**src/hw/icache_pkg.sv**
```systemverilog
// Instruction cache package: address, block and tag types, geometry defaults
`default_nettype none

package icache_pkg;

  // ==============================
  // Address and block geometry
  // ==============================

  // Byte address width
  localparam int ADDR_BITS = 32;

  // One cache block, 16 bytes
  localparam int BLK_BITS = 128;

  // Byte offset inside a block
  localparam int BOFF_BITS = $clog2(BLK_BITS / 8);

  // Default geometry, both powers of two, at least 2 ways
  localparam int DEF_NUM_WAY = 4;
  localparam int DEF_NUM_SET = 8;

  // Tag sized for the smallest set count (2 sets, 1 index bit)
  localparam int MIN_IDX_BITS = 1;
  localparam int TAG_BITS = ADDR_BITS - BOFF_BITS - MIN_IDX_BITS;

  // ==============================
  // Types
  // ==============================

  typedef logic [ADDR_BITS-1:0] addr_t;

  typedef logic [BLK_BITS-1:0] blk_t;

  // Tag RAM entry, upper tag bits stay zero for larger set counts
  typedef struct packed {
    logic                valid;
    logic [TAG_BITS-1:0] tag;
  } tag_entry_t;

endpackage

`default_nettype wire

```
**src/hw/icache_way_ram.sv**
```systemverilog
// Per-way synchronous single-port RAM with a payload type parameter
`timescale 1ns/10ps
`default_nettype none

module icache_way_ram #(
  parameter int  NUM_WAY = icache_pkg::DEF_NUM_WAY,
  parameter int  NUM_SET = icache_pkg::DEF_NUM_SET,
  // Entry payload, a tag entry or a full block
  parameter type entry_t = logic
) (
  input  wire logic                       clk_i,
  input  wire logic                       rst_ni,
  // One index shared by all ways
  input  wire logic [$clog2(NUM_SET)-1:0] idx_i,
  // Way mask, several ways may write the same entry
  input  wire logic [NUM_WAY-1:0]         we_i,
  input  wire entry_t                     wdata_i,
  // Registered read, one entry per way
  output entry_t [NUM_WAY-1:0]            rdata_o
);

  localparam int IDX_BITS = $clog2(NUM_SET);

  // ==============================
  // Storage
  // ==============================

  // NUM_WAY banks of NUM_SET entries
  entry_t mem_q [NUM_WAY][NUM_SET];

  // Write index and read index are the same port
  logic [IDX_BITS-1:0] addr;

  assign addr = idx_i;

  // ==============================
  // Access
  // ==============================

  // Read returns the old entry when the same cycle writes
  // Writes are held off while reset is asserted
  always_ff @(posedge clk_i) begin
    for (int w = 0; w < NUM_WAY; w++) begin
      if (rst_ni && we_i[w]) begin
        mem_q[w][addr] <= wdata_i;
      end
      rdata_o[w] <= mem_q[w][addr];
    end
  end

endmodule

`default_nettype wire

```
**config.mk**
```make
export PLATFORM = sky130hd
export DESIGN_NAME = icache_way_ram
export DESIGN_NICKNAME = d
export VERILOG_FILES = /design/src/hw/icache_pkg.sv /design/src/hw/icache_way_ram.sv
export SDC_FILE = /design/constraint.sdc
export NUM_CORES = 1
export LEC_CHECK = 0
export ABC_AREA = 1
export BUFFER_PORTS_ARGS = -buffer_cell sky130_fd_sc_hd__buf_4
export CORE_MARGIN = 3
export CORE_UTILIZATION = 35
export CTS_CLUSTER_DIAMETER = 120
export DETAILED_ROUTE_END_ITERATION = 10
export GPL_TIMING_DRIVEN = 1
export REMOVE_ABC_BUFFERS = 1
export SLEW_MARGIN = 25
export SYNTH_ARGS = -nofsm -noshare
export SYNTH_HDL_FRONTEND = slang
export SYNTH_SLANG_ARGS = --single-unit
```
**constraint.sdc**
```tcl
create_clock -name clk_i -period 0.8 [get_ports clk_i]
set_input_delay 0 -clock clk_i [delete_from_list [all_inputs] [get_ports clk_i]]
set_output_delay 0 -clock clk_i [all_outputs]
set_load 0.02 [all_outputs]
```
# Word-level counts from Yosys, hierarchy flattened
# Memory sizes are Yosys's and may differ from the RTL's.
# Index checks and enable logic that the tools add are counted.
# op_classes
addsub	0
n_mul	0
div	0
n_lt_le_gt_ge	2
n_eq_ne	0
shift	0
muxes	22
n_bitwise	1
n_reduce_logical	5
# ops
cell	count
8-bit two-way mux	4
1-bit two-way mux	13
1-bit binary-select mux with 3-bit select	4
1-bit logical AND	5
4-bit >= comparator (second input constant)	1
4-bit by 1-bit < comparator with 1-bit output (second input constant)	1
3-bit NOT with 4-bit output	1
1-bit demux with 3-bit select	1
# totals
regBits	4
latch_bits	0
mem_bits_rw	32
rom_bits	0
input_bits	10
out_inout_bits	4
word_cells	32
n_memories	1
# mem_list
memory	depth	word_bits	read_ports	rd_clocked_by_memory_dff	wr	line_no	source
mem_q	4	8	4	0	4	icache_way_ram.sv:29	entry_t mem_q [NUM_WAY][NUM_SET];

# Longest topological paths before layout
# depth
word_depth	6
mapped_depth	8
depth_no_buf	7

# Worst setup path after synthesis
# Ideal clock, no wire load.
# synth_path
kind	input -> register
startpoint	in idx_i[2]
endpoint	mem mem_q[0][6] (netlist name), enable pin
setup_time_ns	0.299
arrival_ns	0.543
t_required_ns	0.501
path_slack_ns	-0.042
cell_stages	4
path_buffers	1
cell_sequence	buf_4 > nor2_1 > nand2_1 > nor2_1
# synth_rtl
element	line_no	source
start, declared	icache_way_ram.sv:14	input wire logic [$clog2(NUM_SET)-1:0] idx_i,
end, declared	icache_way_ram.sv:29	

==> impl_metrics.yaml <==
timing:
  slew_headroom: 0.772
  setup_ws_ps: -28.9
  period_needed_ps: 829
  fin_skew_ps: 7.36
  setup_viol_count_final: 3
  slew_violations: 0
  worst_pin_slew_ps: 341
  rsz0062_at_grt: "yes"
  finalCritPeriodShare: 1.04
  finalHoldViolCount: 0
  timing.fmax_mhz: 1210
power_and_ir_drop:
  power.density_nw_per_um2: 2140
  p_leak_nw: 0.803
  power.total_mw: 4.06
  ir_drop_mv: 1.09
run:
  cap_violations: 0
synthesis:
  yosys.area.top_type: "edfxtp_1"
  synth_area_um2: 1580
  synth_cells: 171
  ys_seq_area_frac: 0.659
  yosysTopAreaCellShare: 0.608
  syn_avg_cell_area_um2: 9.24
  ys_ff_latch: 36
  synth_cell_type_count: 10
  synth.area.top_cells: "edfxtp_1 61%, nand2_1 18%, nor2_1 9.0%"
  yosysWarnings: 0
critical_path:
  slowest_stage: "edfxtp_1"
  required_ps: 990
  path_cells: "nand4_1 > nand2_1 > nor2_1 > nand2_1"
  critPathBufInv: 0
  worst-path-max-fanout: 1
  slowest_delay_ps: 360
  cp_common_cell: "nand2_1"
  crit_path_start_kind: "register"
  crit_type: "reg2reg"
  critical_path.top_delay_family: "flip-flops"
  end_kind: "register"
  critical_path_arrival_ps: 1020
floorplan:
  fp-row-count: 23
  boundaryPins: 14
  die_height_um: 73.2
  die_w_um: 73.2
  die_area_um2: 5360
  core_area_um2: 4170
  start_util: 0.379
global_route:
  grt_pass1_wl_mm: 5.66
  grt_usage: 0.144
  grt_pass1_vias: 1268
  antenna_found_initial: 0
  overflow: 0
  grt_max_degree: 33
placement:
  placed_cells: 239
  pre_cts_ws_ps: -176
  port_buffers: 13
  detailedPlacementHpwl_mm: 2.40
  gp_congestion: 0.848
cells_and_area:
  fillerInstances: 378
  fin_util: 0.454
  syn_to_final_growth_pct: 19.8
  final_nets: 206
  instances_no_fill: 247
  seqCellArea_um2: 1040
  multi_input_area_um2: 487
  drive_above_1_share: 0.168
  antenna-diode-count: 0
status:
  outcome: "finished with violations"
  violations: "negative setup slack"
detailed_routing:
  finalWirelength_mm: 3.35
  routedWlPerCell_um: 13.6
  via_per_inst: 5.05
  remaining_drc_errors: 0
  dr.pass1.iters: 4
  postRouteAntennaNets: 0
  drtIter0Drc: 64
  vias: 1248
clock_tree:
  cts_resized: 0
  cts_tree: "built"
  cts_made_buffers: 5
  clock-sinks: 36
  post-cts-setup-buffers: 0
  path_clk_slew_ps: 70
  cts_buffer_depth: 2
  clock_latency_ps: 290
  cts_hold_buf: 0
  cts_root_buffer: "clkbuf_8"
  h-tree-depth: 2
min_path:
  hp-class: "in2reg"
[layout by cell type (no fill, tap or decap)]
master     instances
clkbuf_1           1
buf_4             24
nor2_1            38
dfxtp_1            4
nand3_1            6
inv_2              2
nand4_1            4
edfxtp_1          32
bufinv_16          1
clkinv_2           1
inv_1              2
clkbuf_8           5
nand2_1           77
[cells by family (layout without fill, tap and decap cells)]
family | count (synthesis) | in the layout | synth area share
flops | 36 | 36 | 0.659
buf+inv | 10 | 36 | 0.0333
simple gates | 125 | 125 | 0.308
[through the flow]
| stage | hold WS [ps] | TNS [ps] | cell area, um2 |
|---|---|---|---|
| floorplan | 98.9 | 0 | 1540 |
| finish | 63.3 | -62.0 | 1890 |
| global placement | 362 | -2700 | 1790 |
| detailed placement | 369 | -3250 | 1790 |
| CTS | 55.5 | -70.7 | 1890 |
| global route | 89.9 | -363 | 1890 |
[registers in the layout, summed over array words and instances, names as in the netlist]
register  count
rdata_o       4
mem_q        32
[cells in the mapped netlist (all sizes together)]
cell type  number
inv             4
nand2          77
dfxtp           4
nand3           6
edfxtp         32
nand4           4
buf             6
nor2           38
[layout make-up]
cell class,instances,area share
clock buffers,6,0.0383
clock inverters,2,0.0185
inverters,4,0.00793
multi-input cells,125,0.257
flip-flops and latches,36,0.550
well taps,50,0.0330
repair buffers,24,0.0952
[report_power, final]
part | internal, mW | switching, mW
Sequential | 2.10 | 0.0132
Combinational | 0.140 | 0.240
Clock | 0.924 | 0.645
Total | 3.16 | 0.898
[timing repair]
item                                    CTS  global route
hold endpoints to repair                  0             0
endpoints found under the setup margin    4             4
pin swaps                                 9            11
[worst register-to-register path, cell delays in order, from the launching register on]
cell and delay (ps):
edfxtp_1 360, nand4_1 100, nand2_1 80, nor2_1 120, nand2_1 60
[path summary, 6_finish.rpt]
path	from	to	slack (ps)	depth (start not counted)
worst max-delay path	mem_q[3][0]	rdata_o[3]	-30	4
worst min-delay path	idx_i[2]	rdata_o[2]	60	4
worst max register to register	mem_q[3][0]	rdata_o[3]	-30	4
worst min register to register	mem_q[3][6]	rdata_o[3]	580	4
[metal layers]
layer	part of all wire	global-route usage	up-vias
li1	-	-	600
met1	0.44	0.169	603
met2	0.48	0.233	37
met3	0.052	0.0441	8
met4	0.022	0.0799	0
met5	0	0	-
(Power assumes the default switching activity.)
