--- config.mk ---
export PLATFORM = sky130hd
export DESIGN_NAME = icache_plru
export DESIGN_NICKNAME = d
export VERILOG_FILES = /design/src/hw/icache_pkg.sv /design/src/hw/icache_plru.sv
export SDC_FILE = /design/constraint.sdc
export NUM_CORES = 1
export LEC_CHECK = 0
export BUFFER_PORTS_ARGS = -buffer_cell sky130_fd_sc_hd__buf_2
export CELL_PAD_IN_SITES_DETAIL_PLACEMENT = 0
export CELL_PAD_IN_SITES_GLOBAL_PLACEMENT = 1
export CORE_MARGIN = 3
export CORE_UTILIZATION = 47
export CTS_BUF_LIST = sky130_fd_sc_hd__clkbuf_4 sky130_fd_sc_hd__clkbuf_8 sky130_fd_sc_hd__clkbuf_16
export CTS_CLUSTER_DIAMETER = 80
export DETAILED_ROUTE_END_ITERATION = 8
export PLACE_DENSITY_LB_ADDON = 0.1
export SYNTH_ARGS = -nofsm -noshare
export SYNTH_HDL_FRONTEND = slang
export SYNTH_SLANG_ARGS = --single-unit
export TNS_END_PERCENT = 20
--- constraint.sdc ---
create_clock -name clk_i -period 5.3 [get_ports clk_i]
set_input_delay 1.06 -clock clk_i [delete_from_list [all_inputs] [get_ports clk_i]]
set_output_delay 1.06 -clock clk_i [all_outputs]
set_load 0.1 [all_outputs]
--- src/hw/icache_pkg.sv ---
// Instruction cache package: address, block and tag types, geometry defaults
`default_nettype none

package icache_pkg;

  // ==============================
  // Address and block geometry
  // ==============================

  // Byte address width
  localparam int ADDR_BITS = 32;

  // One cache block, 16 bytes
  localparam int BLK_BITS = 128;

  // Byte offset inside a block
  localparam int BOFF_BITS = $clog2(BLK_BITS / 8);

  // Default geometry, both powers of two, at least 2 ways
  localparam int DEF_NUM_WAY = 4;
  localparam int DEF_NUM_SET = 8;

  // Tag sized for the smallest set count (2 sets, 1 index bit)
  localparam int MIN_IDX_BITS = 1;
  localparam int TAG_BITS = ADDR_BITS - BOFF_BITS - MIN_IDX_BITS;

  // ==============================
  // Types
  // ==============================

  typedef logic [ADDR_BITS-1:0] addr_t;

  typedef logic [BLK_BITS-1:0] blk_t;

  // Tag RAM entry, upper tag bits stay zero for larger set counts
  typedef struct packed {
    logic                valid;
    logic [TAG_BITS-1:0] tag;
  } tag_entry_t;

endpackage

`default_nettype wire

--- src/hw/icache_plru.sv ---
// Tree pseudo-LRU state per set with update and victim selection
`timescale 1ns/10ps
`default_nettype none

module icache_plru #(
  parameter int NUM_WAY = icache_pkg::DEF_NUM_WAY,
  parameter int NUM_SET = icache_pkg::DEF_NUM_SET
) (
  input  wire logic                       clk_i,
  input  wire logic                       rst_ni,
  // Set of the registered request, or the swept set
  input  wire logic [$clog2(NUM_SET)-1:0] idx_i,
  // Hit or fill on access_way_i
  input  wire logic                       access_i,
  input  wire logic [NUM_WAY-1:0]         access_way_i,
  input  wire logic [NUM_WAY-1:0]         valid_vec_i,
  // Sweep clears the set at idx_i
  input  wire logic                       clear_i,
  output logic [NUM_WAY-1:0]              evict_way_o
);

  localparam int LVLS = $clog2(NUM_WAY);

  // Heap order, node n has children 2n+1 (lower) and 2n+2 (upper)
  logic [NUM_WAY-2:0] tree_q [NUM_SET];
  logic [NUM_WAY-2:0] node;
  logic [NUM_WAY-2:0] node_upd;
  logic [NUM_WAY-1:0] tree_way;
  logic [NUM_WAY-1:0] invalid_way;

  assign node = tree_q[idx_i];

  // ==============================
  // Victim selection
  // ==============================

  // Lowest clear bit of the valid vector
  assign invalid_way = ~valid_vec_i & (valid_vec_i + 1'b1);

  // Follow the bits from the root, 0 goes low and 1 goes high
  always_comb begin
    int unsigned n;
    n = 0;
    for (int l = 0; l < LVLS; l++) begin
      n = 2 * n + 1 + node[n];
    end
    tree_way = '0;
    // Leaves follow the NUM_WAY-1 inner nodes
    tree_way[n - (NUM_WAY - 1)] = 1'b1;
  end

  // Any invalid way beats the tree
  assign evict_way_o = (|invalid_way) ? invalid_way : tree_way;

  // ==============================
  // Update
  // ==============================

  always_comb begin
    int unsigned n;
    int unsigned way;
    logic        dir;
    // Way mask to way number
    way = 0;
    for (int w = 0; w < NUM_WAY; w++) begin
      if (access_way_i[w]) begin
        way = w;
      end
    end
    node_upd = node;
    n = 0;
    // Each node on the path points to the other half
    for (int l = 0; l < LVLS; l++) begin
      dir = way[LVLS - 1 - l];
      node_upd[n] = ~dir;
      n = 2 * n + 1 + dir;
    end
  end

  // Clear wins over access, sweep and access never overlap anyway
  always_ff @(posedge clk_i) begin
    if (!rst_ni) begin
      for (int s = 0; s < NUM_SET; s++) begin
        tree_q[s] <= '0;
      end
    end else if (clear_i) begin
      tree_q[idx_i] <= '0;
    end else if (access_i) begin
      tree_q[idx_i] <= node_upd;
    end
  end

endmodule

`default_nettype wire

== Word level (Yosys, flattened, before mapping) ==
Memory sizes are Yosys's and may differ from the RTL's.
Cells that the tools add are included.

* Mux-type cells: 23
* Order comparisons: 5
* Reductions and logical operators: 4
* Add/sub/neg operators: 6
* Bitwise gates (word level): 5

{| class="wikitable"
|+ Operator list
! cell !! count
|-
| 32-bit by 1-bit >= comparator with 1-bit output, second input constant || 1
|-
| 32-bit by 3-bit < comparator with 1-bit output, second input constant || 1
|-
| 1-bit two-way mux || 13
|-
| 3-bit two-way mux || 3
|-
| 2-bit by 3-bit < comparator with 1-bit output, second input constant || 2
|-
| 5-bit by 2-bit subtractor with 6-bit output, second input constant || 1
|-
| 4-bit by 1-bit adder with 5-bit output || 1
|-
| 1-bit by 1-bit adder with 2-bit output, first input constant || 2
|-
| 3-bit by 1-bit adder with 4-bit output, second input constant || 1
|-
| 4-bit by 1-bit adder with 4-bit output, second input constant || 1
|-
| 4-bit bitwise AND || 1
|-
| 1-bit demux with 2-bit select || 2
|-
| 2-bit two-way mux || 2
|-
| 4-bit two-way mux || 1
|-
| 4-bit NOT || 1
|-
| 4-bit OR reduction || 1
|-
| 3-bit bitwise mux || 1
|-
| 3-bit OR reduction || 1
|-
| 1-bit binary-select mux with 2-bit select || 1
|-
| 2-bit by 1-bit >= comparator with 1-bit output, second input constant || 1
|-
| 1-bit logical AND || 2
|-
| 1-bit NOT || 2
|-
| 1-bit OR || 1
|}

* Memories kept: 1
* Register bits after elaboration: 0
* RAM bits: 24
* Output and inout port bits: 4
* Logic and storage cells: 44

{| class="wikitable"
|+ Memories
! memory !! depth !! width !! rd ports !! clocked after Yosys merged registers in !! write ports !! line !! text
|-
| tree_q || 8 || 3 || 1 || 0 || 8 || icache_plru.sv:25 || <nowiki>logic [NUM_WAY-2:0] tree_q [NUM_SET];</nowiki>
|}

== Depth between registers and ports, before layout ==
* Word-level depth: 11
* Gate-level depth with buffers: 6

== Worst setup path before layout ==
OpenSTA, ideal clock, no wires.

* Path type: input to output
* Start: input port idx_i[0]
* End: output port evict_way_o[1]
* Slack: 0.776 ns
* Arrival time: 3.464 ns
* Cell stages on the path: 5
* Path buffers: 1
* Cells stage by stage: buf_6 > mux4_2 > mux2i_1 > nand3_1 > o22ai_1

* Longest elaborated chain between the ends: 11

{| class="wikitable"
|+ RTL lines
! item !! line !! text
|-
| start: declaration || icache_plru.sv:12 || <nowiki>input wire logic [$clog2(NUM_SET)-1:0] idx_i,</nowiki>
|-
| memory 8 x 3 bit * || -- ||
|-
| parallel branches: the longest is 3 deep, another holds 3-bit by 1-bit adder with 4-bit output || -- ||
|-
| 4-bit by 1-bit adder with 5-bit output * || icache_plru.sv:45 || <nowiki>n = 2 * n + 1 + node[n];</nowiki>
|-
| 5-bit by 2-bit subtractor with 6-bit output * || icache_plru.sv:49 || <nowiki>tree_way[n - (NUM_WAY - 1)] = 1'b1;</nowiki>
|-
| 32-bit by 1-bit >= comparator with 1-bit output (implied by the code) or 32-bit by 3-bit < comparator with 1-bit output (tied branches) || icache_plru.sv:49 ||
|-
| 1-bit logical AND (implied by the code) || icache_plru.sv:49 ||
|-
| 1-bit two-way mux (implied by the code) || icache_plru.sv:49 ||
|-
| 1-bit demux with 2-bit select * || icache_plru.sv:49 ||
|-
| 4-bit two-way mux * || icache_plru.sv:53 || <nowiki>assign evict_way_o = (|invalid_way) ? invalid_way : tree_way;</nowiki>
|-
| end: declaration || icache_plru.sv:19 || <nowiki>output logic [NUM_WAY-1:0] evict_way_o</nowiki>
|}

Mark *: on every way between the ends. The select of a mux whose other input is x is not followed.

== Final worst setup path ==
* Start: input port idx_i[0]
* End: output port evict_way_o[0]

The elaborated chain is that of the path after synthesis.

==> results.json <==
{
  "cts_tree": "built",
  "endpoint": "evict_way_o[0]",
  "io_pins": 19,
  "leakagePower_nw": 0.523,
  "slowest_stage": "mux4_1",
  "grt_pass1_vias": 892,
  "r2r-start": "tree_q[5][1]$_SDFFCE_PN0P_",
  "max_slew_margin_pct": 44.9,
  "dpl.hpwl_um": 1950,
  "cts_made_buffers": 3,
  "dr.pass1.iters": 4,
  "cp-start-kind": "input port",
  "cts_hold_buf": 0,
  "cp-startpoint": "idx_i[0]",
  "required_ns": 4.24,
  "ff2ff_path_depth": 4,
  "worstPathArrival_ns": 2.97,
  "die_h_um": 58.0,
  "path_cells": "buf_2 > mux4_1 > mux2_2 > nand2b_1 > o21ai_1 > buf_2",
  "synth_nets": 126,
  "crit_type": "in2out",
  "place_congestion": 0.770,
  "die_w_um": 58.0,
  "drive_above_1_share_pct": 19.0,
  "synth-seq-cells": 24,
  "root_buffer": "clkbuf_4",
  "power_density_nw_per_um2": 257,
  "cts_buffer_depth": 2,
  "htreeDepth": 1,
  "wl_met1_um": 1120,
  "finalMaxSlewViolations": 0,
  "synth_edf_count": 24,
  "worst_pin_slew_ns": 0.823,
  "synth_area_um2": 1270,
  "postCtsSetupBuffers": 0,
  "postLayoutCoreUtil_pct": 54.9,
  "hold_class": "reg2reg",
  "r2r_slack_ns": 3.44,
  "path_max_fanout": 13,
  "syn_avg_cell_area_um2": 11.4,
  "synthCells": 111,
  "grt_use_total_pct": 16.7,
  "clock_latency_ns": 0.30,
  "yosysSeqAreaShare_pct": 56.7,
  "grt_pass1_wl_um": 4140,
  "skew_ns": 0.000930,
  "fmax_mhz": 248,
  "synthArstFlopShare_pct": 0,
  "avgRoutedWirePerCell_um": 16.1,
  "nets": 143,
  "grt_max_degree": 14,
  "top_register": "tree_q",
  "core-area_um2": 2520,
  "viasPerCell": 5.55,
  "grt_antenna_before_repair": 0,
  "wirelength_um": 2500,
  "total_power_mw": 0.355,
  "fin_ws_ns": 1.27,
  "status": "complete, no violations",
  "clock_sinks": 24,
  "diodes": 0,
  "ant_nets": 0,
  "synth_top_cell_by_area": "edfxtp_1",
  "end_kind": "primary output",
  "start_util_pct": 50.3,
  "finalCritPeriodShare_pct": 76.1,
  "wl_met3_um": 89,
  "drtIter0Drc": 45,
  "port_buffers": 17,
  "post-place-ws_ns": 1.24,
  "critical-path-max-stage-delay_ns": 0.63,
  "cap_violations": 0,
  "fin_crit_ns": 4.03,
  "wl_met2_um": 1280,
  "num-fill-cells": 223,
  "dr_total_vias": 866,
  "reg2reg_to": "tree_q[7][1]$_SDFFCE_PN0P_",
  "largest_reg_flops": 24,
  "ys_warn_count": 0,
  "rsz0062_at_grt": "no",
  "drc_errors": 0,
  "final_cell_mix": "edfxtp_1, nor2_1, buf_2",
  "hold_ws_ns": 1.05,
  "area_growth_pct": 8.97,
  "setup_tns_ns": 0,
  "worst_ir_drop_vdd_mv": 0.224,
  "setup_viol": 0,
  "clkTransAtPathRegs_ns": 0.12,
  "grt_overflow": 0,
  "worst_path_most_repeated_cell": "buf_2",
  "largestRegisters": "tree_q: 24 flops",
  "topRoutingLayerUsed": "met4",
  "synth_top_area_share_pct": 56.7,
  "synthTopCellsByArea": "edfxtp_1, nor2_1, mux4_1, nand2_1, mux2i_1",
  "ys_types": 30,
  "cts.repair.resized": 0,
  "num_rows": 18,
  "final_common_cell": "edfxtp_1",
  "hold_viol": 0,
  "design.die.area_um2": 3360,
  "synthFlopType": "edfxtp_1"
}
-- per-stage QoR --
step | instance area, um2 | std cells
floorplan | 1270 | 111
global placement | 1360 | 153
detailed placement | 1360 | 153
CTS | 1380 | 156
global route | 1380 | 156
finish | 1380 | 156
-- per-layer routing --
metal | vias to the layer above | track usage, %
met3 | 2 | 2.90
met4 | 0 | 3.97
li1 | 438 | -
met2 | 12 | 29.8
met5 | - | 0
met1 | 414 | 21.1
-- logic make-up after synthesis --
| family | count (synthesis) | share of synthesized area, % |
|---|---|---|
| simple gates | 60 | 21.1 |
| buf+inv | 8 | 3.35 |
| flops | 24 | 56.7 |
| mux | 10 | 12.8 |
| compound gates | 9 | 6.01 |
-- cell usage after synthesis (all sizes together), types with 2 or more instances --
library cell / number
mux2i: 5
nor3: 8
nor2b: 2
mux4: 4
nand3: 6
edfxtp: 24
a21oi: 2
buf: 4
nand2: 16
inv: 3
nor2: 22
o21ai: 2
-- worst max-delay path: cells and delay by family --
family / cells / cell delay [ns]
AOI/OAI and AO/OA: 1 / 0.10
buffers and inverters: 2 / 0.69
muxes: 2 / 0.96
and+or+nand+nor: 1 / 0.15
-- report_power, final --
part | switching [mW] | total, mW | internal, mW
clock network | 0.0508 | 0.0773 | 0.0265
logic | 0.0388 | 0.0575 | 0.0187
registers | 0.00291 | 0.220 | 0.217
-- how the worst min path moves through the flow --
| stage | from | endpoint | depth (start not counted) |
|---|---|---|---|
| 4_1_cts | tree_q[0][1]$_SDFFCE_PN0P_ | tree_q[6][1]$_SDFFCE_PN0P_ | 4 |
| 3_3_place_gp | tree_q[0][1]$_SDFFCE_PN0P_ | tree_q[0][1]$_SDFFCE_PN0P_ | 4 |
| 2_1_floorplan | tree_q[6][2]$_SDFFCE_PN0P_ | tree_q[0][2]$_SDFFCE_PN0P_ | 4 |
| 3_5_place_dp | tree_q[0][1]$_SDFFCE_PN0P_ | tree_q[0][1]$_SDFFCE_PN0P_ | 4 |
| 5_1_grt | tree_q[0][1]$_SDFFCE_PN0P_ | tree_q[0][1]$_SDFFCE_PN0P_ | 4 |
| 6_report | tree_q[0][1]$_SDFFCE_PN0P_ | tree_q[0][1]$_SDFFCE_PN0P_ | 4 |
-- layout make-up --
type | count | area (um2) | share of cell area [%]
Sequential cell | 24 | 721 | 52.1
Tap cell | 30 | 37.5 | 2.71
Multi-Input combinational cell | 79 | 507 | 36.6
Inverter | 3 | 11.3 | 0.814
Timing Repair Buffer | 17 | 85.1 | 6.15
Clock buffer | 3 | 22.5 | 1.63
Note: power is estimated with default switching activity, not from simulation.
