==> src/hw/icache_pkg.sv <==
// Instruction cache package: address, block and tag types, geometry defaults
`default_nettype none

package icache_pkg;

  // ==============================
  // Address and block geometry
  // ==============================

  // Byte address width
  localparam int ADDR_BITS = 32;

  // One cache block, 16 bytes
  localparam int BLK_BITS = 128;

  // Byte offset inside a block
  localparam int BOFF_BITS = $clog2(BLK_BITS / 8);

  // Default geometry, both powers of two, at least 2 ways
  localparam int DEF_NUM_WAY = 4;
  localparam int DEF_NUM_SET = 8;

  // Tag sized for the smallest set count (2 sets, 1 index bit)
  localparam int MIN_IDX_BITS = 1;
  localparam int TAG_BITS = ADDR_BITS - BOFF_BITS - MIN_IDX_BITS;

  // ==============================
  // Types
  // ==============================

  typedef logic [ADDR_BITS-1:0] addr_t;

  typedef logic [BLK_BITS-1:0] blk_t;

  // Tag RAM entry, upper tag bits stay zero for larger set counts
  typedef struct packed {
    logic                valid;
    logic [TAG_BITS-1:0] tag;
  } tag_entry_t;

endpackage

`default_nettype wire

==> src/hw/array_if.sv <==
// Way array interface and lookup to fill control pipeline interface
`timescale 1ns/10ps
`default_nettype none


// Request register and sweep state passed from lookup to fill control
interface pipe_if #(
  parameter int NUM_SET = icache_pkg::DEF_NUM_SET
);
  import icache_pkg::*;

  localparam int IDX_BITS = $clog2(NUM_SET);

  logic                req_q_valid;
  addr_t               req_q_addr;
  // Array read index for the next cycle
  logic [IDX_BITS-1:0] rd_idx;
  logic                sweep_active;
  logic [IDX_BITS-1:0] sweep_idx;
  // High while a miss is outstanding
  logic                stall;

  modport lookup (output req_q_valid, req_q_addr, rd_idx, sweep_active, sweep_idx, input stall);
  modport ctrl (input req_q_valid, req_q_addr, rd_idx, sweep_active, sweep_idx, output stall);
endinterface

`default_nettype wire

==> src/hw/icache_lookup.sv <==
// Lookup stage: request register, index select and invalidate sweep counter
`timescale 1ns/10ps
`default_nettype none

module icache_lookup #(
  parameter int NUM_SET = icache_pkg::DEF_NUM_SET
) (
  input  wire logic              clk_i,
  input  wire logic              rst_ni,
  input  wire logic              flush_i,
  input  wire logic              req_valid_i,
  input  wire icache_pkg::addr_t req_addr_i,
  output logic                   req_ready_o,
  pipe_if.lookup                 pipe
);
  import icache_pkg::*;

  localparam int IDX_BITS = $clog2(NUM_SET);

  logic                accept;
  logic                req_valid_q;
  addr_t               req_addr_q;
  logic                sweep_active_q;
  logic [IDX_BITS-1:0] sweep_idx_q;
  logic                sweep_last;

  // ==============================
  // Request handshake
  // ==============================

  // Closed during a sweep, a miss, and the cycle that starts a sweep
  assign req_ready_o = !sweep_active_q && !pipe.stall && !flush_i;
  assign accept = req_valid_i && req_ready_o;

  // Read at the incoming index so tags are ready the next cycle
  // While closed, keep rereading the set of the held request
  assign pipe.rd_idx = req_ready_o ? req_addr_i[BOFF_BITS +: IDX_BITS]
                                   : req_addr_q[BOFF_BITS +: IDX_BITS];

  // Valid for exactly one cycle per accepted request
  always_ff @(posedge clk_i) begin
    if (!rst_ni) begin
      req_valid_q <= 1'b0;
    end else begin
      req_valid_q <= accept;
    end
  end

  // Address is held through a miss for the refill write
  always_ff @(posedge clk_i) begin
    if (accept) begin
      req_addr_q <= req_addr_i;
    end
  end

  // ==============================
  // Invalidate sweep
  // ==============================

  assign sweep_last = (sweep_idx_q == IDX_BITS'(NUM_SET - 1));

  // Starts at reset, or after a flush when no miss is pending
  // One set per cycle, NUM_SET cycles in total
  always_ff @(posedge clk_i) begin
    if (!rst_ni) begin
      sweep_active_q <= 1'b1;
      sweep_idx_q    <= '0;
    end else if (sweep_active_q) begin
      if (sweep_last) begin
        sweep_active_q <= 1'b0;
        sweep_idx_q    <= '0;
      end else begin
        sweep_idx_q <= sweep_idx_q + 1'b1;
      end
    end else if (flush_i && !pipe.stall) begin
      sweep_active_q <= 1'b1;
    end
  end

  assign pipe.req_q_valid  = req_valid_q;
  assign pipe.req_q_addr   = req_addr_q;
  assign pipe.sweep_active = sweep_active_q;
  assign pipe.sweep_idx    = sweep_idx_q;

endmodule

`default_nettype wire

==> src/flat_wrapper.sv <==
// flat-port wrapper written by rule: the top's interface ports become plain ports
module icache_lookup_flat import icache_pkg::*;
#(
  parameter int NUM_SET = icache_pkg::DEF_NUM_SET
)
  (clk_i, rst_ni, flush_i, req_valid_i, req_addr_i, req_ready_o, pipe_req_q_valid, pipe_req_q_addr, pipe_rd_idx, pipe_sweep_active, pipe_sweep_idx, pipe_stall);
  pipe_if #(.NUM_SET(NUM_SET)) pipe_i ();
  input  wire logic clk_i;
  input  wire logic rst_ni;
  input  wire logic flush_i;
  input  wire logic req_valid_i;
  input  wire icache_pkg::addr_t req_addr_i;
  output logic req_ready_o;
  output wire logic [$bits(pipe_i.req_q_valid)-1:0] pipe_req_q_valid;
  output wire logic [$bits(pipe_i.req_q_addr)-1:0] pipe_req_q_addr;
  output wire logic [$bits(pipe_i.rd_idx)-1:0] pipe_rd_idx;
  output wire logic [$bits(pipe_i.sweep_active)-1:0] pipe_sweep_active;
  output wire logic [$bits(pipe_i.sweep_idx)-1:0] pipe_sweep_idx;
  input wire logic [$bits(pipe_i.stall)-1:0] pipe_stall;
  assign pipe_req_q_valid = pipe_i.req_q_valid;
  assign pipe_req_q_addr = pipe_i.req_q_addr;
  assign pipe_rd_idx = pipe_i.rd_idx;
  assign pipe_sweep_active = pipe_i.sweep_active;
  assign pipe_sweep_idx = pipe_i.sweep_idx;
  assign pipe_i.stall = pipe_stall;
  icache_lookup #(.NUM_SET(NUM_SET)) u_core (.clk_i(clk_i), .rst_ni(rst_ni), .flush_i(flush_i), .req_valid_i(req_valid_i), .req_addr_i(req_addr_i), .req_ready_o(req_ready_o), .pipe(pipe_i));
endmodule
==> config.mk <==
export PLATFORM = sky130hd
export DESIGN_NAME = icache_lookup_flat
export DESIGN_NICKNAME = d
export VERILOG_FILES = /design/src/hw/icache_pkg.sv /design/src/hw/array_if.sv /design/src/hw/icache_lookup.sv /design/src/flat_wrapper.sv
export SDC_FILE = /design/constraint.sdc
export NUM_CORES = 1
export LEC_CHECK = 0
export ABC_AREA = 1
export BUFFER_PORTS_ARGS = -buffer_cell sky130_fd_sc_hd__clkbuf_2
export CORE_ASPECT_RATIO = 1.5
export CORE_UTILIZATION = 44
export CTS_CLUSTER_DIAMETER = 100
export CTS_CLUSTER_SIZE = 28
export DETAILED_ROUTE_END_ITERATION = 12
export GPL_ROUTABILITY_DRIVEN = 0
export PLACE_DENSITY = 0.88
export SLEW_MARGIN = 20
export SYNTH_ARGS = -nofsm -noshare
export SYNTH_HDL_FRONTEND = slang
export SYNTH_SLANG_ARGS = --single-unit
==> constraint.sdc <==
create_clock -name clk_i -period 4.3 [get_ports clk_i]
set_clock_uncertainty 0.1 [all_clocks]
set_input_delay 0.645 -clock clk_i [delete_from_list [all_inputs] [get_ports clk_i]]
set_output_delay 0.645 -clock clk_i [all_outputs]
set_load 0.005 [all_outputs]
# Word-level counts from Yosys, hierarchy flattened
# Cells that the tools add are included.
# totals
register_bits,37
out_inout_bits,41
word_cells,18
# op_classes
add_sub_neg,1
eq_ne,1
n_mux,5
n_reduce_logical,7
# op_table
op,count
3-bit 2-to-1 mux,2
1-bit logical AND,4
"3-bit by 1-bit adder with 3-bit output, second input constant",1
"3-bit equality test, second input constant",1
1-bit zero test,3
1-bit 2-to-1 mux,3

# Longest topological paths before layout
# Gate-level depths: netlist of the first run.
# logic_depth
word_depth,4
mapped_depth,5

# Least setup slack after synthesis of the first run
# OpenSTA, ideal clock, no wires.
# synth_timing
path_kind,in2reg
startpoint,input port flush_i
endpoint,"register u_core.req_addr_q[0], in the netlist u_core.pipe.req_q_addr[0], enable pin"
setup_time_ps,387
t_arrival_ps,1502
required_time_ps,3813
path_slack_ps,2311
stages,3
n_path_buf,0
cell_sequence,inv_1 nand3_2 inv_1
# synth_via
elab_chain_len,3
# synth_rtl
item,line_no,rtl
from (decl),flat_wrapper.sv:10,input wire logic flush_i;
1-bit zero test,icache_lookup.sv:32,assign req_ready_o = !sweep_active_q && !pipe.stall && !flush_i;
1-bit logical AND,icache_lookup.sv:32,
1-bit logical AND,icache_lookup.sv:33,assign accept = req_valid_i && req_ready_o;
named net u_core.accept,icache_lookup.sv:20,logic accept;
to (signal assigned),icache_lookup.sv:52,req_addr_q <= req_addr_i;
to (decl),icache_lookup.sv:22,addr_t req_addr_q;
# The timed path passes the listed nets, and every way through them passes these cells.
# A chain may end at the register's enable or synchronous reset.

# Final worst setup path of the first run
# layout_timing
startpoint,input port pipe_stall
endpoint,output port pipe_rd_idx[2]
# layout_via
elab_chain_len,4
# layout_rtl
item,line_no,rtl
from (decl),flat_wrapper.sv:19,input wire logic [$bits(pipe_i.stall)-1:0] pipe_stall;
1-bit zero test,icache_lookup.sv:32,
1-bit logical AND (2 in series),icache_lookup.sv:32,
3-bit 2-to-1 mux,icache_lookup.sv:37,assign pipe.rd_idx = req_ready_o ? req_addr_i[BOFF_BITS +: IDX_BITS]
to (decl),flat_wrapper.sv:16,output wire logic [$bits(pipe_i.rd_idx)-1:0] pipe_rd_idx;
# Every way passes these cells.

==> results of run 1 <==
-- routing by layer --
layer,vias to the layer above,track usage
met3,7,0.0759
met1,403,0.183
met4,0,0.114
li1,419,-
met5,-,0
met2,48,0.292
-- worst min-delay path, delay by kind of cell (launching register included) --
family          cells  cell delay, ps
compound gates      1              60
flops               1             330
simple gates        1              70
-- cell type report --
type / instances / area [µm²]
Sequential cell: 37 / 1060
Fill cell: 214 / 931
Timing Repair Buffer: 77 / 385
Multi-Input combinational cell: 27 / 145
Clock buffer: 5 / 68.8
Tap cell: 37 / 46.3
Inverter: 7 / 26.3
Clock inverter: 3 / 12.5
-- registers in the layout, indices dropped and copies added (netlist names) --
name / cells
u_core.pipe.req_q_addr: 32
u_core.pipe.sweep_idx: 3
u_core.pipe.req_q_valid: 1
u_core.pipe.sweep_active: 1
-- metrics by stage --
stage | instances | total power (µW) | utilization | cell area [µm²]
floorplan | 71 | 409 | - | 1230
CTS | 193 | 652 | 0.652 | 1750
global placement | 185 | 429 | 0.622 | 1660
finish | 193 | 643 | 0.652 | 1750
global route | 193 | 671 | 0.652 | 1750
detailed placement | 185 | 432 | 0.622 | 1660
-- final timing paths --
| path | endpoint | cells past startpoint | slack [ps] | start |
|---|---|---|---|---|
| worst max-delay path | pipe_rd_idx[2] | 6 | 2320 | pipe_stall |
| worst min-delay path | u_core.pipe.sweep_idx[1] | 2 | 410 | u_core.pipe.sweep_idx[1] |
| worst max register to register | u_core.pipe.req_q_addr[16] | 3 | 2620 | u_core.pipe.sweep_active |
| worst min register to register | u_core.pipe.sweep_idx[1] | 2 | 410 | u_core.pipe.sweep_idx[1] |
-- logic make-up after synthesis --
group	share of synthesized area
fa+ha+maj	0.0203
flops	0.861
buf+inv	0.0213
simple gates	0.0853
compound gates	0.0122
-- power breakdown --
group          total (µW)  leakage [µW]  internal (µW)  switching, µW
Sequential            395      0.000328            392           2.89
Clock                 219     0.0000430            109            111
Combinational        28.8      0.000439           16.7           12.0
-- layout by cell type, fill, tap and decap left out, drive strengths merged --
master  instances
nand3           6
nand2          12
o21ai           1
dfxtp           5
clkinv          3
edfxtp         32
nor2            4
clkbuf         82
ha              2
a21oi           2
inv             7
==> report_table.html, run 1 <==
<table>
<tr><th>Metric</th><th>Value</th></tr>
<tr><th colspan="2">Status</th></tr>
<tr><td>Outcome</td><td>completed</td></tr>
<tr><th colspan="2">Worst setup path</th></tr>
<tr><td>Number of buffer and inverter stages on the critical path</td><td>2</td></tr>
<tr><td>Critical-path maximum fanout</td><td>6</td></tr>
<tr><td>Required time of the critical path</td><td>3560 ps</td></tr>
<tr><td>CP startpoint kind</td><td>primary input</td></tr>
<tr><td>Crit Path Class</td><td>primary input to output port</td></tr>
<tr><td>Largest stage delay, worst path</td><td>~160 ps</td></tr>
<tr><td>Critical Path AT</td><td>about 1200 ps</td></tr>
<tr><td>Critical path's slowest cell</td><td>nor2_4</td></tr>
<tr><td>Critical path endpoint category</td><td>output port</td></tr>
<tr><td>Family with the most delay on the worst path</td><td>simple AND/OR/NAND/NOR gates</td></tr>
<tr><td>Series of cell instances along the critical path</td><td>clkbuf_2 &gt; nor2_4 &gt; nand2_2 &gt; nand2_1 &gt; nand2_1 &gt; clkbuf_2</td></tr>
<tr><th colspan="2">Placed design</th></tr>
<tr><td>Port buffer count</td><td>77</td></tr>
<tr><td>Post-placement setup slack</td><td>1930 ps</td></tr>
<tr><td>Post-DP HPWL</td><td>between 1500 and 2000 µm</td></tr>
<tr><th colspan="2">Logic synthesis</th></tr>
<tr><td>Leading cell type by number of instances after synthesis</td><td>edfxtp_1</td></tr>
<tr><td>Synth warnings</td><td>0</td></tr>
<tr><td>Number of flops mapped to enable cells by yosys</td><td>32</td></tr>
<tr><td>Area share of the largest cell type after synthesis</td><td>0.780</td></tr>
<tr><td>Post-synthesis sequential area ratio</td><td>0.861</td></tr>
<tr><td>Syn avg cell area</td><td>between 15 and 20 µm²</td></tr>
<tr><td>Net Count, Synth</td><td>110</td></tr>
<tr><td>Total standard cell area after synthesis</td><td>between 1000 and 1500 µm²</td></tr>
<tr><td>Synthesized instance count</td><td>between 70 and 80</td></tr>
<tr><td>Biggest area consumer among synthesized cells</td><td>edfxtp_1</td></tr>
<tr><td>Prevailing post-synth register cell</td><td>edfxtp_1</td></tr>
<tr><td>Synth top cells by count</td><td>32 x edfxtp_1, 11 x nand2_1, 7 x inv_1</td></tr>
<tr><td>Number of distinct standard cells referenced by the synthesized netlist</td><td>12</td></tr>
<tr><td>Ys async rst share</td><td>0</td></tr>
<tr><td>Synth top area cells</td><td>edfxtp_1 78%, dfxtp_1 8.1%, nand2_1 3.4%</td></tr>
<tr><td>Register bit total from synthesis</td><td>37</td></tr>
<tr><th colspan="2">Timing</th></tr>
<tr><td>Slew at the pin closest to its max-slew limit</td><td>between 600 and 700 ps</td></tr>
<tr><td>Hold Fails Final Rpt</td><td>0</td></tr>
<tr><td>Worst-case headroom to the max-slew limit</td><td>0.561</td></tr>
<tr><td>Number of pins exceeding their max-slew limit in the final report</td><td>0</td></tr>
<tr><td>RSZ-0062 raised after global routing</td><td>no</td></tr>
<tr><td>Crit path setup slack, layout</td><td>approximately 2300 ps</td></tr>
<tr><td>Maximum clock rate</td><td>between 500 and 600 MHz</td></tr>
<tr><td>Final count of negative-setup-slack endpoints</td><td>0</td></tr>
<tr><td>Period utilisation layout</td><td>0.461</td></tr>
<tr><td>Setup TNS</td><td>0 ps</td></tr>
<tr><td>Clock period minus worst slack</td><td>just under 2000 ps</td></tr>
<tr><td>Fin Hold WS</td><td>a little over 400 ps</td></tr>
<tr><th colspan="2">Route</th></tr>
<tr><td>Metal-1 WL</td><td>between 800 and 900 µm</td></tr>
<tr><td>Drt first-iter violations</td><td>24</td></tr>
<tr><td>Vias per inst</td><td>4.54</td></tr>
<tr><td>First-pass iteration count of the detailed router</td><td>4</td></tr>
<tr><td>Drt total wl</td><td>between 2000 and 2500 µm</td></tr>
<tr><td>Vias after detailed routing</td><td>around 900</td></tr>
<tr><td>Antenna viol nets, final</td><td>0</td></tr>
<tr><td>Metal2 WL</td><td>between 1000 and 1500 µm</td></tr>
<tr><td>DRC Markers</td><td>0</td></tr>
<tr><td>Met3 Routed Length</td><td>approximately 180 µm</td></tr>
<tr><td>Top Layer Used</td><td>met4</td></tr>
<tr><td>Post-detailed-route wirelength per cell</td><td>12.5 µm</td></tr>
<tr><th colspan="2">Floorplanning</th></tr>
<tr><td>Cell row count</td><td>23</td></tr>
<tr><td>Die Ht</td><td>roughly 67 µm</td></tr>
<tr><td>Horizontal die dimension</td><td>approximately 45 µm</td></tr>
<tr><td>Die area</td><td>approximately 3000 µm²</td></tr>
<tr><td>Total I/O pin count</td><td>78</td></tr>
<tr><td>Initial Util</td><td>0.460</td></tr>
<tr><td>Core Area</td><td>around 2700 µm²</td></tr>
<tr><th colspan="2">GRT</th></tr>
<tr><td>Overall global routing resource usage</td><td>0.180</td></tr>
<tr><td>Number of global-route vias before repair</td><td>between 800 and 900</td></tr>
<tr><td>Sum of overflow across all layers after global routing</td><td>0</td></tr>
<tr><td>Initial antenna violation count</td><td>0</td></tr>
<tr><td>First-pass GRT wire length</td><td>between 3000 and 4000 µm</td></tr>
<tr><td>Maximum number of pins on one net before global-route repair</td><td>33</td></tr>
<tr><th colspan="2">Pwr</th></tr>
<tr><td>Pleak</td><td>approximately 0.00081 µW</td></tr>
<tr><td>Worst supply voltage drop on vdd</td><td>roughly 0.00028 V</td></tr>
<tr><td>Areal power density over the cells</td><td>369 nW/µm²</td></tr>
<tr><th colspan="2">Layout</th></tr>
<tr><td>Layout-stage area growth over the synthesis result</td><td>41.6%</td></tr>
<tr><td>Ratio of cells with drive above 1 in the final layout</td><td>0.558</td></tr>
<tr><td>Diode insertion count for antenna repair</td><td>0</td></tr>
<tr><td>Total number of nets in the final design</td><td>about 190</td></tr>
<tr><th colspan="2">Clock network</th></tr>
<tr><td>Buffers inserted by post-CTS timing repair</td><td>0</td></tr>
<tr><td>Clock Pin Slew Worst Setup and Hold Paths</td><td>roughly 60 ps</td></tr>
<tr><td>Maximum count of clock buffers along a single path</td><td>2</td></tr>
<tr><td>Clock root buffer</td><td>clkbuf_8</td></tr>
<tr><td>Skew-Pair Late Insertion Delay</td><td>about 280 ps</td></tr>
<tr><td>TritonCTS clock tree</td><td>built</td></tr>
<tr><td>CTS buffer count</td><td>5</td></tr>
<tr><td>Count of hold buffers inserted by post-cts repair</td><td>0</td></tr>
<tr><td>Post-CTS sizing</td><td>0</td></tr>
<tr><td>CTS H-tree lvls</td><td>2</td></tr>
<tr><td>TritonCTS sink count</td><td>37</td></tr>
<tr><th colspan="2">Run</th></tr>
<tr><td>Maximum capacitance violations</td><td>0</td></tr>
<tr><th colspan="2">Worst hold path</th></tr>
<tr><td>Worst min-delay path class</td><td>flip-flop to flip-flop</td></tr>
</table>
Note: power is estimated with default switching activity, not from simulation.
==> run 2, diff against run 1 <==
--- a/config.mk
+++ b/config.mk
@@ -8,12 +8,12 @@
 export ABC_AREA = 1
 export BUFFER_PORTS_ARGS = -buffer_cell sky130_fd_sc_hd__clkbuf_2
 export CORE_ASPECT_RATIO = 1.5
-export CORE_UTILIZATION = 44
+export CORE_UTILIZATION = 41
 export CTS_CLUSTER_DIAMETER = 100
 export CTS_CLUSTER_SIZE = 28
 export DETAILED_ROUTE_END_ITERATION = 12
 export GPL_ROUTABILITY_DRIVEN = 0
-export PLACE_DENSITY = 0.88
+export PLACE_DENSITY = 0.84
 export SLEW_MARGIN = 20
 export SYNTH_ARGS = -nofsm -noshare
 export SYNTH_HDL_FRONTEND = slang
==> constraint.sdc (replaced) <==
create_clock -name clk_i -period 2 [get_ports clk_i]
set_clock_uncertainty 0.1 [all_clocks]
set_input_delay 0.3 -clock clk_i [delete_from_list [all_inputs] [get_ports clk_i]]
set_output_delay 0.3 -clock clk_i [all_outputs]
set_load 0.005 [all_outputs]
==> report_table.html, run 2 (same netlist as run 1, synthesis figures left out) <==
<table>
<tr><th>Metric</th><th>Value</th></tr>
<tr><th colspan="2">Status</th></tr>
<tr><td>Outcome</td><td>completed (unchanged)</td></tr>
<tr><th colspan="2">Timing</th></tr>
<tr><td>Slew at the pin closest to its max-slew limit</td><td>268 ps (was 657 ps)</td></tr>
<tr><td>RSZ-0062 raised after global routing</td><td>no (unchanged)</td></tr>
<tr><td>Final count of negative-setup-slack endpoints</td><td>0 (unchanged)</td></tr>
<tr><td>Crit path setup slack, layout</td><td>411 ps (was 2320 ps)</td></tr>
<tr><td>Worst-case headroom to the max-slew limit</td><td>0.821 (was 0.561)</td></tr>
<tr><td>Maximum clock rate</td><td>approximately 630 MHz</td></tr>
<tr><td>Fin Hold WS</td><td>87.8 ps (was 406 ps)</td></tr>
<tr><td>Number of pins exceeding their max-slew limit in the final report</td><td>0 (unchanged)</td></tr>
<tr><td>Setup TNS</td><td>0 ps (unchanged)</td></tr>
<tr><td>Period utilisation layout</td><td>0.795</td></tr>
<tr><td>Clock period minus worst slack</td><td>~1600 ps</td></tr>
<tr><td>Hold Fails Final Rpt</td><td>0 (unchanged)</td></tr>
<tr><th colspan="2">Worst setup path</th></tr>
<tr><td>Required time of the critical path</td><td>1600 ps (was 3560 ps)</td></tr>
<tr><td>Series of cell instances along the critical path</td><td>nor2_4 &gt; nand2_2 &gt; nand2_1 &gt; nand2_1 &gt; clkbuf_2 (was clkbuf_2 &gt; nor2_4 &gt; nand2_2 &gt; nand2_1 &gt; nand2_1 &gt; clkbuf_2)</td></tr>
<tr><td>Critical path endpoint category</td><td>output port (unchanged)</td></tr>
<tr><td>Crit Path Class</td><td>flip-flop to output port (was primary input to output port)</td></tr>
<tr><td>Setup slack, reg-to-reg</td><td>570 ps (was 2620 ps)</td></tr>
<tr><td>Largest stage delay, worst path</td><td>380 ps (was 160 ps)</td></tr>
<tr><td>CP startpoint kind</td><td>flip-flop (was primary input)</td></tr>
<tr><td>Critical path's slowest cell</td><td>dfxtp_1 (was nor2_4)</td></tr>
<tr><td>Cell repeated most along the worst path</td><td>nand2_1</td></tr>
<tr><td>Critical-path maximum fanout</td><td>7 (was 6)</td></tr>
<tr><td>Critical Path AT</td><td>1190 ps (was 1240 ps)</td></tr>
<tr><th colspan="2">Layout</th></tr>
<tr><td>Most frequent standard cell in the layout excluding fill and tap cells</td><td>clkbuf_2 (unchanged)</td></tr>
<tr><td>Most frequent cells in the layout</td><td>77 x clkbuf_2, 32 x edfxtp_1, 11 x nand2_1, 7 x inv_1 (was 77 x clkbuf_2, 32 x edfxtp_1, 11 x nand2_1, 6 x inv_1)</td></tr>
<tr><td>Final cell count without fillers</td><td>197 (was 193)</td></tr>
<tr><td>Layout-stage area growth over the synthesis result</td><td>45.2% (was 41.6%)</td></tr>
<tr><td>Diode insertion count for antenna repair</td><td>0 (unchanged)</td></tr>
<tr><td>Max reg flops</td><td>32 (unchanged)</td></tr>
<tr><td>Ratio of cells with drive above 1 in the final layout</td><td>0.563 (was 0.558)</td></tr>
<tr><td>Total number of nets in the final design</td><td>196 (was 194)</td></tr>
<tr><th colspan="2">Clock network</th></tr>
<tr><td>Count of hold buffers inserted by post-cts repair</td><td>0 (unchanged)</td></tr>
<tr><td>Clock Pin Slew Worst Setup and Hold Paths</td><td>70 ps (was 60 ps)</td></tr>
<tr><td>Maximum count of clock buffers along a single path</td><td>2 (unchanged)</td></tr>
<tr><td>Buffers inserted by post-CTS timing repair</td><td>0 (unchanged)</td></tr>
<tr><td>TritonCTS sink count</td><td>37 (unchanged)</td></tr>
<tr><td>Skew-Pair Late Insertion Delay</td><td>280 ps (about the same)</td></tr>
<tr><td>TritonCTS clock tree</td><td>built (unchanged)</td></tr>
<tr><td>Post-CTS sizing</td><td>0 (unchanged)</td></tr>
<tr><td>Clock root buffer</td><td>clkbuf_8 (unchanged)</td></tr>
<tr><td>CTS buffer count</td><td>5 (unchanged)</td></tr>
<tr><td>CTS H-tree lvls</td><td>2 (unchanged)</td></tr>
<tr><th colspan="2">GRT</th></tr>
<tr><td>Overall global routing resource usage</td><td>0.176 (was 0.180)</td></tr>
<tr><td>First-pass GRT wire length</td><td>3910 µm (was 3590 µm)</td></tr>
<tr><td>Sum of overflow across all layers after global routing</td><td>0 (unchanged)</td></tr>
<tr><td>Initial antenna violation count</td><td>0 (unchanged)</td></tr>
<tr><td>Maximum number of pins on one net before global-route repair</td><td>19 (was 33)</td></tr>
<tr><td>Number of global-route vias before repair</td><td>898 (was 815)</td></tr>
<tr><th colspan="2">Placed design</th></tr>
<tr><td>Post-placement setup slack</td><td>596 ps (was 1930 ps)</td></tr>
<tr><td>Port buffer count</td><td>77 (unchanged)</td></tr>
<tr><td>DP Cell Count</td><td>189 (was 185)</td></tr>
<tr><td>Post-DP HPWL</td><td>2010 µm (was 1830 µm)</td></tr>
<tr><th colspan="2">Worst hold path</th></tr>
<tr><td>Worst min-delay path class</td><td>primary input to flip-flop (was flip-flop to flip-flop)</td></tr>
<tr><th colspan="2">Floorplanning</th></tr>
<tr><td>Die area</td><td>3230 µm² (was 3020 µm²)</td></tr>
<tr><td>Horizontal die dimension</td><td>46.8 µm (was 45.2 µm)</td></tr>
<tr><td>Die Ht</td><td>69.2 µm (was 66.8 µm)</td></tr>
<tr><td>Cell row count</td><td>24 (was 23)</td></tr>
<tr><td>Total I/O pin count</td><td>78 (unchanged)</td></tr>
<tr><td>Initial Util</td><td>0.428 (was 0.460)</td></tr>
<tr><td>Core Area</td><td>2880 µm² (was 2680 µm²)</td></tr>
<tr><th colspan="2">Route</th></tr>
<tr><td>Drt total wl</td><td>2490 µm (was 2410 µm)</td></tr>
<tr><td>Vias after detailed routing</td><td>877 (unchanged)</td></tr>
<tr><td>Antenna viol nets, final</td><td>0 (unchanged)</td></tr>
<tr><td>First-pass iteration count of the detailed router</td><td>4 (unchanged)</td></tr>
<tr><td>Post-detailed-route wirelength per cell</td><td>12.7 µm (was 12.5 µm)</td></tr>
<tr><td>Drt first-iter violations</td><td>22 (was 24)</td></tr>
<tr><td>Vias per inst</td><td>4.45 (was 4.54)</td></tr>
<tr><td>DRC Markers</td><td>0 (unchanged)</td></tr>
<tr><th colspan="2">Pwr</th></tr>
<tr><td>Pleak</td><td>0.000836 µW (was 0.000810 µW)</td></tr>
<tr><td>Worst supply voltage drop on vdd</td><td>0.000493 V (was 0.000280 V)</td></tr>
<tr><td>Areal power density over the cells</td><td>848 nW/µm² (was 369 nW/µm²)</td></tr>
<tr><th colspan="2">Run</th></tr>
<tr><td>Maximum capacitance violations</td><td>0 (unchanged)</td></tr>
</table>
-- run 2: changes by cell type in the layout (fill, tap and decap cells not counted) --
cell	previous run	this run
inv_1	6	7
clkinv_1	2	0
clkbuf_1	0	1
buf_4	0	2
inv_2	1	0
bufinv_16	0	1
-- run 2: metal layers --
metal	routed length, µm	vias up	global-route usage	share of wire
met5	0	-	0	0
met4	98	0	0.111	0.039
met3	183	10	0.0628	0.073
met2	1420	51	0.307	0.57
met1	796	394	0.155	0.32
li1	-	422	-	-
-- run 2: metrics by stage --
stage               area [µm²]  power, µW  utilization
floorplan                 1230        880            -
global placement          1680        924        0.583
detailed placement        1680        928        0.583
CTS                       1790       1530        0.621
global route              1790       1570        0.621
finish                    1790       1520        0.621
-- run 2: final cells by class --
cell class	instances	area (µm²)
Timing Repair Buffer	79	400
Clock inverter	2	35.0
Tap cell	39	48.8
Inverter	7	26.3
Fill cell	245	1090
Sequential cell	37	1060
Clock buffer	6	72.6
Multi-Input combinational cell	27	145
-- run 2: report_power, final --
group          internal (µW)  leakage [µW]  switching (µW)
logic                   36.0      0.000452            25.3
registers                843      0.000328            6.31
clock network            369     0.0000552             236
-- run 2: final timing paths --
kind | cells past startpoint | end | from
min | 1 | u_core.pipe.req_q_addr[17] | req_addr_i[17]
max reg2reg | 4 | u_core.pipe.req_q_addr[18] | u_core.pipe.sweep_active
min reg2reg | 2 | u_core.pipe.sweep_idx[1] | u_core.pipe.sweep_idx[1]
max | 5 | pipe_rd_idx[2] | u_core.pipe.sweep_active
-- run 2: worst max-delay path: cells and delay by family (launching register included) --
| family | cells | cell delay (ps) |
|---|---|---|
| simple gates | 4 | 420 |
| flops | 1 | 380 |
| buf+inv | 1 | 100 |
